**src/fix_pkg.sv**
```systemverilog
/*
 * Shared widths and constants for the FIX session header/trailer builder.
 * Text fields are ASCII, right-aligned, zero-padded on the left.
 * Values longer than VALUE_CHARS characters cannot be carried.
 * Only FIX.4.2 Logon, Heartbeat and Logout are covered.
 */
package fix_pkg;

	localparam int VALUE_CHARS = 8;

	typedef logic [31:0] tag_t;
	typedef logic [2:0] tag_len_t;
	typedef logic [VALUE_CHARS*8-1:0] value_t;
	typedef logic [$clog2(VALUE_CHARS+1)-1:0] value_len_t;
	typedef logic [3:0] msg_type_t;

	// one-hot message type codes
	localparam msg_type_t MSG_LOGON = 4'b0001;
	localparam msg_type_t MSG_HEARTBEAT = 4'b0010;
	localparam msg_type_t MSG_LOGOUT = 4'b0100;

	// fields in send order
	typedef enum logic [3:0] {
		F_BEGIN_STRING,
		F_BODY_LENGTH,
		F_MSG_SEQ_NUM,
		F_MSG_TYPE,
		F_SENDER_COMP_ID,
		F_SENDING_TIME,
		F_TARGET_COMP_ID,
		F_ENCRYPT_METHOD,
		F_HEART_BT_INT,
		F_CHECKSUM
	} field_e;

	typedef enum logic [2:0] {
		IDLE,
		SEND_TAG,
		WAIT_TAG,
		SEND_VAL,
		WAIT_VAL,
		WAIT_END
	} seq_state_e;

	// tag numbers as text
	localparam tag_t TAG_BEGIN_STRING = "8";
	localparam tag_t TAG_BODY_LENGTH = "9";
	localparam tag_t TAG_MSG_SEQ_NUM = "34";
	localparam tag_t TAG_MSG_TYPE = "35";
	localparam tag_t TAG_SENDER_COMP_ID = "49";
	localparam tag_t TAG_SENDING_TIME = "52";
	localparam tag_t TAG_TARGET_COMP_ID = "56";
	localparam tag_t TAG_ENCRYPT_METHOD = "98";
	localparam tag_t TAG_HEART_BT_INT = "108";
	localparam tag_t TAG_CHECKSUM = "10";

	localparam tag_len_t TAG_BEGIN_STRING_LEN = 3'd1;
	localparam tag_len_t TAG_BODY_LENGTH_LEN = 3'd1;
	localparam tag_len_t TAG_MSG_SEQ_NUM_LEN = 3'd2;
	localparam tag_len_t TAG_MSG_TYPE_LEN = 3'd2;
	localparam tag_len_t TAG_SENDER_COMP_ID_LEN = 3'd2;
	localparam tag_len_t TAG_SENDING_TIME_LEN = 3'd2;
	localparam tag_len_t TAG_TARGET_COMP_ID_LEN = 3'd2;
	localparam tag_len_t TAG_ENCRYPT_METHOD_LEN = 3'd2;
	localparam tag_len_t TAG_HEART_BT_INT_LEN = 3'd3;
	localparam tag_len_t TAG_CHECKSUM_LEN = 3'd2;

	// fixed values
	localparam value_t VAL_BEGIN_STRING = "FIX.4.2";
	localparam value_len_t VAL_BEGIN_STRING_LEN = 4'd7;
	localparam value_t VAL_ENCRYPT_NONE = "0";
	localparam value_len_t VAL_ENCRYPT_NONE_LEN = 4'd1;
	localparam value_t VAL_LOGON = "A";
	localparam value_t VAL_HEARTBEAT = "0";
	localparam value_t VAL_LOGOUT = "5";
	localparam value_len_t VAL_MSG_TYPE_LEN = 4'd1;

	// sending time is carried as HH:MM:SS
	localparam value_len_t SENDING_TIME_LEN = 4'd8;

	function automatic logic msg_type_valid(input msg_type_t t);
		return (t == MSG_LOGON) || (t == MSG_HEARTBEAT) || (t == MSG_LOGOUT);
	endfunction

endpackage

```
**src/field_emitter.sv**
```systemverilog
/*
 * Output register stage. Strobes appear one clock after the emit cycle.
 * tag/value data hold their last loaded text between strobes.
 * checksum_o spans the CheckSum tag strobe up to msg_done_o.
 */
`timescale 1ns/1ps

module field_emitter
	import fix_pkg::*;
(
	input  logic       clk,
	input  logic       rst,
	input  logic       emit_i,
	input  logic       phase_val_i,
	input  field_e     field_i,
	input  logic       msg_end_i,
	input  tag_t       tag_i,
	input  tag_len_t   tag_len_i,
	input  value_t     val_i,
	input  value_len_t val_len_i,
	output tag_t       tag_o,
	output tag_len_t   tag_len_o,
	output logic       tag_valid_o,
	output value_t     val_o,
	output value_len_t val_len_o,
	output logic       val_valid_o,
	output logic       checksum_o,
	output logic       msg_done_o
);

	always_ff @(posedge clk) begin
		if (emit_i) begin
			tag_o <= tag_i;
			tag_len_o <= tag_len_i;
			val_o <= val_i;
			val_len_o <= val_len_i;
		end
	end

	always_ff @(posedge clk) begin
		if (rst) begin
			tag_valid_o <= 1'b0;
			val_valid_o <= 1'b0;
			checksum_o <= 1'b0;
			msg_done_o <= 1'b0;
		end else begin
			tag_valid_o <= emit_i && !phase_val_i;
			val_valid_o <= emit_i && phase_val_i;
			msg_done_o <= msg_end_i;
			if (emit_i && !phase_val_i && field_i == F_CHECKSUM)
				checksum_o <= 1'b1;
			else if (msg_end_i)
				checksum_o <= 1'b0;
		end
	end

	strobe_excl: assert property (@(posedge clk) disable iff (rst)
		!(tag_valid_o && val_valid_o))
		else $error("tag and value strobed together");

endmodule

```
**src/field_encoder.sv**
```systemverilog
/*
 * Combinational lookup of tag text and value text for one field.
 * The side not selected by phase_val_i is driven to zero.
 * An unknown message type gives an empty MsgType value.
 * Sending time always has length SENDING_TIME_LEN.
 */
`timescale 1ns/1ps

module field_encoder
	import fix_pkg::*;
(
	input  field_e     field_i,
	input  logic       phase_val_i,
	input  msg_type_t  msg_type_i,
	input  value_t     body_len_i,
	input  value_len_t body_len_len_i,
	input  value_t     seq_num_i,
	input  value_len_t seq_num_len_i,
	input  value_t     sender_comp_id_i,
	input  value_len_t sender_comp_id_len_i,
	input  value_t     target_comp_id_i,
	input  value_len_t target_comp_id_len_i,
	input  value_t     sending_time_i,
	input  value_t     heart_bt_int_i,
	input  value_len_t heart_bt_int_len_i,
	output tag_t       tag_o,
	output tag_len_t   tag_len_o,
	output value_t     val_o,
	output value_len_t val_len_o
);

	tag_t tag;
	tag_len_t tag_len;
	value_t val;
	value_len_t val_len;
	value_t type_val;
	value_len_t type_len;

	always_comb begin
		case (msg_type_i)
		MSG_LOGON:     type_val = VAL_LOGON;
		MSG_HEARTBEAT: type_val = VAL_HEARTBEAT;
		MSG_LOGOUT:    type_val = VAL_LOGOUT;
		default:       type_val = '0;
		endcase
		type_len = msg_type_valid(msg_type_i) ? VAL_MSG_TYPE_LEN : '0;
	end

	always_comb begin
		tag = TAG_CHECKSUM;
		tag_len = TAG_CHECKSUM_LEN;
		val = '0;
		val_len = '0;
		case (field_i)
		F_BEGIN_STRING: begin
			tag = TAG_BEGIN_STRING;
			tag_len = TAG_BEGIN_STRING_LEN;
			val = VAL_BEGIN_STRING;
			val_len = VAL_BEGIN_STRING_LEN;
		end
		F_BODY_LENGTH: begin
			tag = TAG_BODY_LENGTH;
			tag_len = TAG_BODY_LENGTH_LEN;
			val = body_len_i;
			val_len = body_len_len_i;
		end
		F_MSG_SEQ_NUM: begin
			tag = TAG_MSG_SEQ_NUM;
			tag_len = TAG_MSG_SEQ_NUM_LEN;
			val = seq_num_i;
			val_len = seq_num_len_i;
		end
		F_MSG_TYPE: begin
			tag = TAG_MSG_TYPE;
			tag_len = TAG_MSG_TYPE_LEN;
			val = type_val;
			val_len = type_len;
		end
		F_SENDER_COMP_ID: begin
			tag = TAG_SENDER_COMP_ID;
			tag_len = TAG_SENDER_COMP_ID_LEN;
			val = sender_comp_id_i;
			val_len = sender_comp_id_len_i;
		end
		F_SENDING_TIME: begin
			tag = TAG_SENDING_TIME;
			tag_len = TAG_SENDING_TIME_LEN;
			val = sending_time_i;
			val_len = SENDING_TIME_LEN;
		end
		F_TARGET_COMP_ID: begin
			tag = TAG_TARGET_COMP_ID;
			tag_len = TAG_TARGET_COMP_ID_LEN;
			val = target_comp_id_i;
			val_len = target_comp_id_len_i;
		end
		F_ENCRYPT_METHOD: begin
			tag = TAG_ENCRYPT_METHOD;
			tag_len = TAG_ENCRYPT_METHOD_LEN;
			val = VAL_ENCRYPT_NONE;
			val_len = VAL_ENCRYPT_NONE_LEN;
		end
		F_HEART_BT_INT: begin
			tag = TAG_HEART_BT_INT;
			tag_len = TAG_HEART_BT_INT_LEN;
			val = heart_bt_int_i;
			val_len = heart_bt_int_len_i;
		end
		// checksum value is computed downstream
		default: ;
		endcase
	end

	assign tag_o = phase_val_i ? '0 : tag;
	assign tag_len_o = phase_val_i ? '0 : tag_len;
	assign val_o = phase_val_i ? val : '0;
	assign val_len_o = phase_val_i ? val_len : '0;

endmodule

```
**src/field_sequencer.sv**
```systemverilog
/*
 * Walks the FIX header/trailer field list, one tag or value at a time.
 * emit_o is combinational from the state and must be registered downstream.
 * Only one item is in flight: the next one waits for done_i.
 * start_i with an unknown type code, or while fifo_full_i is high, is dropped.
 * end_i is taken in WAIT_END regardless of fifo_full_i.
 */
`timescale 1ns/1ps

module field_sequencer
	import fix_pkg::*;
(
	input  logic      clk,
	input  logic      rst,
	input  logic      start_i,
	input  msg_type_t msg_type_i,
	input  logic      done_i,
	input  logic      fifo_full_i,
	input  logic      end_i,
	input  logic      body_len_ready_i,
	input  logic      seq_ready_i,
	output field_e    field_o,
	output logic      phase_val_o,
	output msg_type_t msg_type_o,
	output logic      emit_o,
	output logic      msg_end_o
);

	seq_state_e state_q;
	seq_state_e state_d;
	field_e field_q;
	field_e field_d;
	msg_type_t type_q;
	msg_type_t type_d;
	logic val_ready;

	// field order with logon-only fields dropped for other types
	function automatic field_e next_field(input field_e f, input msg_type_t t);
		field_e n;
		case (f)
		F_BEGIN_STRING:   n = F_BODY_LENGTH;
		F_BODY_LENGTH:    n = F_MSG_SEQ_NUM;
		F_MSG_SEQ_NUM:    n = F_MSG_TYPE;
		F_MSG_TYPE:       n = F_SENDER_COMP_ID;
		F_SENDER_COMP_ID: n = F_SENDING_TIME;
		F_SENDING_TIME:   n = F_TARGET_COMP_ID;
		F_TARGET_COMP_ID: n = (t == MSG_LOGON) ? F_ENCRYPT_METHOD : F_CHECKSUM;
		F_ENCRYPT_METHOD: n = F_HEART_BT_INT;
		default:          n = F_CHECKSUM;
		endcase
		return n;
	endfunction

	// body length and seq num come from outside and may lag
	always_comb begin
		case (field_q)
		F_BODY_LENGTH: val_ready = body_len_ready_i;
		F_MSG_SEQ_NUM: val_ready = seq_ready_i;
		default:       val_ready = 1'b1;
		endcase
	end

	always_comb begin
		state_d = state_q;
		field_d = field_q;
		type_d = type_q;
		emit_o = 1'b0;
		msg_end_o = 1'b0;
		case (state_q)
		IDLE: begin
			if (start_i && !fifo_full_i && msg_type_valid(msg_type_i)) begin
				type_d = msg_type_i;
				field_d = F_BEGIN_STRING;
				state_d = SEND_TAG;
			end
		end
		SEND_TAG: begin
			if (!fifo_full_i) begin
				emit_o = 1'b1;
				state_d = WAIT_TAG;
			end
		end
		WAIT_TAG: begin
			// checksum has no value of its own here
			if (done_i) begin
				state_d = (field_q == F_CHECKSUM) ? WAIT_END : SEND_VAL;
			end
		end
		SEND_VAL: begin
			if (!fifo_full_i && val_ready) begin
				emit_o = 1'b1;
				state_d = WAIT_VAL;
			end
		end
		WAIT_VAL: begin
			if (done_i) begin
				field_d = next_field(field_q, type_q);
				state_d = SEND_TAG;
			end
		end
		WAIT_END: begin
			if (end_i) begin
				msg_end_o = 1'b1;
				state_d = IDLE;
			end
		end
		default: state_d = IDLE;
		endcase
	end

	always_ff @(posedge clk) begin
		if (rst) begin
			state_q <= IDLE;
			field_q <= F_BEGIN_STRING;
			type_q <= '0;
		end else begin
			state_q <= state_d;
			field_q <= field_d;
			type_q <= type_d;
		end
	end

	assign field_o = field_q;
	assign msg_type_o = type_q;
	assign phase_val_o = (state_q == SEND_VAL) || (state_q == WAIT_VAL);

	emit_no_stall: assert property (@(posedge clk) disable iff (rst)
		emit_o |-> !fifo_full_i)
		else $error("emit while fifo full");

	// at most one item outstanding
	emit_single: assert property (@(posedge clk) disable iff (rst)
		emit_o |=> !emit_o)
		else $error("emit held for more than one cycle");

endmodule

```
**src/fix_msg_builder.sv**
```systemverilog
/*
 * FIX session header/trailer builder for Logon, Heartbeat and Logout.
 * Emits tag and value strobes to a serializer that answers each with done_i.
 * Body length, sequence number and checksum arithmetic live outside.
 * First tag strobe comes 2 cycles after start_i when not stalled.
 */
`timescale 1ns/1ps

module fix_msg_builder
	import fix_pkg::*;
(
	input  logic       clk,
	input  logic       rst,
	input  logic       start_i,
	input  msg_type_t  msg_type_i,
	input  logic       done_i,
	input  logic       fifo_full_i,
	input  logic       end_i,
	input  logic       body_len_ready_i,
	input  logic       seq_ready_i,
	input  value_t     body_len_i,
	input  value_len_t body_len_len_i,
	input  value_t     seq_num_i,
	input  value_len_t seq_num_len_i,
	input  value_t     sender_comp_id_i,
	input  value_len_t sender_comp_id_len_i,
	input  value_t     target_comp_id_i,
	input  value_len_t target_comp_id_len_i,
	input  value_t     sending_time_i,
	input  value_t     heart_bt_int_i,
	input  value_len_t heart_bt_int_len_i,
	output tag_t       tag_o,
	output tag_len_t   tag_len_o,
	output logic       tag_valid_o,
	output value_t     val_o,
	output value_len_t val_len_o,
	output logic       val_valid_o,
	output logic       checksum_o,
	output logic       msg_done_o
);

	field_e field;
	logic phase_val;
	msg_type_t msg_type;
	logic emit;
	logic msg_end;
	tag_t enc_tag;
	tag_len_t enc_tag_len;
	value_t enc_val;
	value_len_t enc_val_len;

	field_sequencer u_seq (
		.clk              (clk),
		.rst              (rst),
		.start_i          (start_i),
		.msg_type_i       (msg_type_i),
		.done_i           (done_i),
		.fifo_full_i      (fifo_full_i),
		.end_i            (end_i),
		.body_len_ready_i (body_len_ready_i),
		.seq_ready_i      (seq_ready_i),
		.field_o          (field),
		.phase_val_o      (phase_val),
		.msg_type_o       (msg_type),
		.emit_o           (emit),
		.msg_end_o        (msg_end)
	);

	field_encoder u_enc (
		.field_i              (field),
		.phase_val_i          (phase_val),
		.msg_type_i           (msg_type),
		.body_len_i           (body_len_i),
		.body_len_len_i       (body_len_len_i),
		.seq_num_i            (seq_num_i),
		.seq_num_len_i        (seq_num_len_i),
		.sender_comp_id_i     (sender_comp_id_i),
		.sender_comp_id_len_i (sender_comp_id_len_i),
		.target_comp_id_i     (target_comp_id_i),
		.target_comp_id_len_i (target_comp_id_len_i),
		.sending_time_i       (sending_time_i),
		.heart_bt_int_i       (heart_bt_int_i),
		.heart_bt_int_len_i   (heart_bt_int_len_i),
		.tag_o                (enc_tag),
		.tag_len_o            (enc_tag_len),
		.val_o                (enc_val),
		.val_len_o            (enc_val_len)
	);

	field_emitter u_emit (
		.clk         (clk),
		.rst         (rst),
		.emit_i      (emit),
		.phase_val_i (phase_val),
		.field_i     (field),
		.msg_end_i   (msg_end),
		.tag_i       (enc_tag),
		.tag_len_i   (enc_tag_len),
		.val_i       (enc_val),
		.val_len_i   (enc_val_len),
		.tag_o       (tag_o),
		.tag_len_o   (tag_len_o),
		.tag_valid_o (tag_valid_o),
		.val_o       (val_o),
		.val_len_o   (val_len_o),
		.val_valid_o (val_valid_o),
		.checksum_o  (checksum_o),
		.msg_done_o  (msg_done_o)
	);

endmodule

```
**config.mk**
```make
export PLATFORM = sky130hd
export DESIGN_NAME = fix_msg_builder
export DESIGN_NICKNAME = d
export VERILOG_FILES = /design/src/fix_pkg.sv /design/src/field_emitter.sv /design/src/field_encoder.sv /design/src/field_sequencer.sv /design/src/fix_msg_builder.sv
export SDC_FILE = /design/constraint.sdc
export NUM_CORES = 1
export LEC_CHECK = 0
export BUFFER_PORTS_ARGS = -buffer_cell sky130_fd_sc_hd__buf_4
export CAP_MARGIN = 20
export CORE_AREA = 2 2 201 203
export CTS_CLUSTER_DIAMETER = 200
export CTS_CLUSTER_SIZE = 30
export DETAILED_ROUTE_END_ITERATION = 10
export DIE_AREA = 0 0 203 205
export SYNTH_ARGS = -nofsm -noshare
export SYNTH_HDL_FRONTEND = slang
export SYNTH_SLANG_ARGS = --single-unit
```
**constraint.sdc**
```tcl
create_clock -name clk -period 19.84 [get_ports clk]
set_input_delay 1.984 -clock clk [delete_from_list [all_inputs] [get_ports clk]]
set_output_delay 1.984 -clock clk [all_outputs]
set_load 0.05 [all_outputs]
```
# ---- Word level (Yosys, flattened, before mapping)
# Cells that the tools add are included.
dict set report classes {
  eq_ne 26
  muxes 27
  n_reduce_logical 21
}
# operator count
set ops {}
lappend ops {{$pmux W64 S9} 1}
lappend ops {{$pmux W22 S9} 1}
lappend ops {{$pmux W4 S9} 1}
lappend ops {{$pmux W4 S8} 1}
lappend ops {{$eq A4 B3 Y1 const B} 6}
lappend ops {{$mux W3} 7}
lappend ops {{$pmux W7 S3} 1}
lappend ops {{$pmux W3 S6} 1}
lappend ops {{$eq A4 B2 Y1 const B} 4}
lappend ops {{$eq A4 B1 Y1 const B} 3}
lappend ops {{$mux W4} 3}
lappend ops {{$eq A4 B4 Y1 const B} 2}
lappend ops {{$ne A2 B2 Y1 const B} 4}
lappend ops {{$pmux W4 S2} 1}
lappend ops {{$mux W1} 7}
lappend ops {{$eq A3 B2 Y1 const B} 2}
lappend ops {{$eq A3 B3 Y1 const B} 2}
lappend ops {{$logic_and A1 B1 Y1} 6}
lappend ops {{$reduce_and A6 Y1} 1}
lappend ops {{$logic_or A1 B1 Y1} 5}
lappend ops {{$logic_not A4 Y1} 1}
lappend ops {{$ne A2 B1 Y1 const B} 2}
lappend ops {{$pmux W1 S2} 2}
lappend ops {{$pmux W2 S2} 1}
lappend ops {{7 further kinds} 9}
dict set report word_totals {
  register_bits 118
  input_bits 416
  out_inout_bits 107
  elab_cells 85
}

# ---- Longest topological paths before layout
dict set report depth {
  depth_word 8
  ltp_mapped 7
}

# ---- Cells and area by module
# Synthesis repeated with hierarchy kept, for this count alone.
dict set report unflattened {
  hier_cells 599
  hier_area_um2 6780.3
}
# module n_inst cells_per_inst area_each_um2 seq_area_each_um2
set by_module_without_submodules {}
lappend by_module_without_submodules {field_emitter 1 113 3224.3 3173.0}
lappend by_module_without_submodules {field_encoder 1 400 2857.7 0.0}
lappend by_module_without_submodules {field_sequencer 1 86 698.2 220.2}

# ---- Worst setup path before layout
# No wires, ideal clock.
dict set report synth_timing {
  kind {input -> register}
  startpoint {in seq_ready_i}
  endpoint {reg u_emit.val_valid_o}
  setup_ps 92
  arrival_ps 8383
  required_time_ps 19748
  slack_ps 11364
  stages 4
  path_buffers 0
  path_cell_list {nor3b_1 o211a_1 nor3_1 and3_1}
}
dict set report synth_between {
  elab_chain_len 5
}
# element line
set synth_rtl {}
lappend synth_rtl {{from (decl)} fix_msg_builder.sv:20} ;# input logic seq_ready_i,
lappend synth_rtl {{$pmux W1 S2} field_sequencer.sv:56} ;# case (field_q)
lappend synth_rtl {{$logic_and A1 B1 Y1} field_sequencer.sv:90} ;# if (!fifo_full_i && val_ready) begin
lappend synth_rtl {{$mux W1} field_sequencer.sv:90}
lappend synth_rtl {{$pmux W1 S2} field_sequencer.sv:69} ;# case (state_q)
lappend synth_rtl {{via emit} fix_msg_builder.sv:45} ;# logic emit;
lappend synth_rtl {{$logic_and A1 B1 Y1} field_emitter.sv:48} ;# val_valid_o <= emit_i && phase_val_i;
lappend synth_rtl {{to (signal assigned)} field_emitter.sv:48}
lappend synth_rtl {{to (decl)} field_emitter.sv:26} ;# output logic val_valid_o,
# The timed path passes the listed nets, and every way through them passes these cells.
# A chain may end at the register's enable or synchronous reset.

# ---- Final worst setup path
dict set report layout_timing {
  startpoint {in seq_ready_i}
  endpoint {reg u_emit.tag_o[0] (enable)}
}
dict set report layout_between {
  elab_chain_len 4
}
# element line
set layout_rtl {}
lappend layout_rtl {{$pmux W1 S2} field_sequencer.sv:56}
lappend layout_rtl {{$logic_and A1 B1 Y1} field_sequencer.sv:90}
lappend layout_rtl {{$mux W1} field_sequencer.sv:90}
lappend layout_rtl {{$pmux W1 S2} field_sequencer.sv:69}
lappend layout_rtl {{via emit} fix_msg_builder.sv:45}
lappend layout_rtl {{to (signal assigned)} field_emitter.sv:33} ;# tag_o <= tag_i;
lappend layout_rtl {{to (decl)} field_emitter.sv:21} ;# output tag_t tag_o,
# The timed path passes the listed nets, and every way through them passes these cells.

==> flow_summary_export.csv <==
group,metric,value,unit
status,status,"complete, no violations",
floorplan,die_y,205,um
clocking,clock_latency,0.37,ns
routing,ant_nets,0,
clocking,cts_tree,"yes",
clocking,cts_max_level,3,
sta,rsz0062_at_grt,"false",
sta,hold_viol,0,
synth,synth.top_cell.area_share,40.74,%
synth,synth_edf_count,81,
clocking,clock-sinks,96,
grt,overflow,0,
clocking,cts_root_buf,"clkbuf_16",
synth,synthArstFlopShare,0,%
critical_path,cp.arrival,3.76,ns
floorplan,fp.dieW,203,um
floorplan,core_area,39370,um^2
placement,gp_congestion,0.8483,
finish,syn_to_final_growth,74.60,%
grt,grt_pass1_wl,48750,um
critical_path,crit_top_cell,"buf_4",
power_and_ir_drop,powerDensity,47.04,nW/um^2
synth,synth.avg_cell_area,10.88,um^2
clocking,cts_hold_buf,0,
critical_path,path_class,"primary input to flip-flop",
routing,drc,0,
routing,drt_iter0_markers,1247,
sta,worstMarginPinSlew,1.082,ns
sta,maxSlewViolCount,0,
synth,netlist_top_cells_area,"edfxtp_1 41%, a222oi_1 21%, a21oi_1 6.0%",
sta,skew,0.006887,ns
synth,yosys_warnings,0,
floorplan,start_util,15.17,%
synth,yosys-top-cells-count,"125 x a222oi_1, 81 x edfxtp_1, 72 x a21oi_1",
synth,netlist_area,5971,um^2
routing,viasPerCell,4.873,
synth,synthCells,549,
critical_path,cp.required,19.84,ns
job,drv_cap,0,
critical_path,crit_chain,"buf_4 > nor3b_1 > o211a_1 > nor3_2 > buf_4 > buf_4",
grt,grt_max_degree,69,
critical_path,crit_path_end_kind,"flip-flop",
synth,seq_area_frac_synth,45.77,%
synth,synth_top_cell_by_area,"edfxtp_1",
clocking,post_cts_resize_count,0,
clocking,clk_path_buf_depth,2,
sta,fin_setup_tns,0,ns
critical_path,slowest_delay,0.62,ns
routing,post_drt_wl_per_cell,23.07,um
routing,wl,35520,um
finish,finalNetCount,1426,
critical_path,crit_path_start,"seq_ready_i",
finish,drive_above_1_share,54.78,%
sta,slew-limit-headroom,27.64,%
floorplan,rows,73,
sta,min_period,3.755,ns
worst_hold_path,min-delay-start,"u_seq.msg_type_o[3]",
power_and_ir_drop,ir_worst_vdd,0.03970,mV
placement,dp_hpwl,27510,um
sta,final-setup-viol-count,0,
critical_path,critPathMaxFanout,48,
grt,grt_pass1_vias,7058,
critical_path,cp-start-kind,"primary input",
grt,antenna_found_initial,2,
finish,fillers,4216,
routing,vias,7504,
placement,port_buffers,504,
routing,firstDrtPassIters,10,
synth,yosys_most_used_dff,"edfxtp_1",
synth,synth.distinct_cells,57,
synth,synth.most_common_cell,"a222oi_1",
grt,grtUsageTotal,15.95,%
sta,whs,0.4772,ns
clocking,cts_setup_buffers,0,
sta,fin_crit_sh,18.93,%
critical_path,slowest_stage,"buf_4",
sta,max_freq,266.3,MHz
power_and_ir_drop,leakage,4.169,nW
floorplan,die-area,41620,um^2
worst_hold_path,hold_class,"flip-flop to flip-flop",
synth,synth_seq_cells,96,
clocking,clkTransAtPathRegs,0.07,ns
clocking,cts_buffers,9,
floorplan,ioPinCount,523,
critical_path,r2r-start,"u_seq.field_o[3]",
finish,antennaDiodeCount,0,
-- flip-flops by register name, indices dropped and copies added (netlist names) --
| name | flops |
|---|---|
| u_emit.val_o | 64 |
| u_emit.tag_o | 11 |
| u_emit.val_len_o | 4 |
| u_seq.field_o | 4 |
| u_seq.msg_type_o | 4 |
| u_seq.state_q | 3 |
| u_emit.tag_len_o | 2 |
| u_emit.checksum_o | 1 |
| u_emit.msg_done_o | 1 |
| u_emit.tag_valid_o | 1 |
| u_emit.val_valid_o | 1 |
-- worst paths after layout --
check | endpoint | slack, ns | cells after the start
max | u_emit.tag_o[0] | 16.09 | 6
min | u_seq.msg_type_o[3] | 0.48 | 2
max reg2reg | u_emit.tag_o[0] | 16.74 | 5
min reg2reg | u_seq.msg_type_o[3] | 0.48 | 2
-- logic make-up (layout without fill, tap and decap cells) --
kind of cell,count (synthesis),after routing,synth area share (%)
xor+xnor,3,3,0.4401
simple gates,110,110,11.46
flops,96,96,45.77
other cells,1,18,0.06281
fa+ha+maj,1,1,0.1677
compound gates,237,237,32.38
mux,8,8,1.383
buf+inv,93,542,8.340
-- per-layer routing --
metal / vias to the layer above / routed length, um / GRT usage [%]
li1: 3266 / - / -
met1: 3634 / 13780 / 19.62
met2: 544 / 17330 / 26.64
met3: 58 / 3472 / 4.470
met4: 2 / 923 / 5.657
met5: - / 13 / 0
-- through the flow --
step | instance area [um^2] | setup slack (ns) | total power [W] | util (%) | std cells
after CTS | 10430 | 16.08 | 0.0004987 | 26.48 | 1540
after floorplan | 6035 | 11.36 | 0.0002534 | - | 566
after global routing | 10430 | 15.97 | 0.0005092 | 26.48 | 1540
after detailed placement | 10150 | 15.64 | 0.0003236 | 25.79 | 1524
final | 10430 | 16.09 | 0.0004904 | 26.48 | 1540
after global placement | 10150 | 15.69 | 0.0003223 | 25.79 | 1524
-- critical path: cells and delay by family --
kind | cells | cell delay, ns
compound gates | 1 | 0.28
buf+inv | 3 | 1.16
simple gates | 2 | 0.25
-- cell usage in the layout, fill, tap and decap left out, types with 3 or more instances in the layout --
master | Yosys | routed
nor2_1 | 17 | 17
nor2b_1 | 5 | 5
nand2b_1 | 28 | 28
nand2_1 | 18 | 17
nor3_1 | 4 | 3
and3_1 | 5 | 3
clkinvlp_4 | 0 | 3
inv_1 | 5 | 5
nand3b_1 | 4 | 4
a31oi_1 | 7 | 7
a22oi_1 | 5 | 5
nand3_1 | 6 | 6
o21ai_0 | 5 | 5
dfxtp_1 | 15 | 14
conb_1 | 1 | 18
o2111ai_1 | 4 | 4
edfxtp_1 | 81 | 81
nor3_4 | 1 | 4
mux2i_1 | 6 | 6
buf_4 | 27 | 519
clkbuf_16 | 0 | 9
nor3b_1 | 4 | 4
a222oi_1 | 125 | 125
a21oi_1 | 72 | 72
xor2_1 | 3 | 3
-- where the power goes --
group / switching, W / internal (W) / leakage, nW
logic: 0.0000404 / 0.0000577 / 3.18
clock network: 0.0000851 / 0.0000855 / 0.121
registers: 0.00000212 / 0.000220 / 0.872
-- area by class of cell --
type	instances	area (um^2)	area share (%)
timing repair buffer	519	3896	37.37
multi-input combinational	377	2838	27.22
sequential	96	2734	26.22
tap	525	656.9	6.301
clock buffer	10	229.0	2.196
clock inverter	6	45.04	0.4321
inverter	7	26.28	0.2520
(Power assumes the default switching activity.)
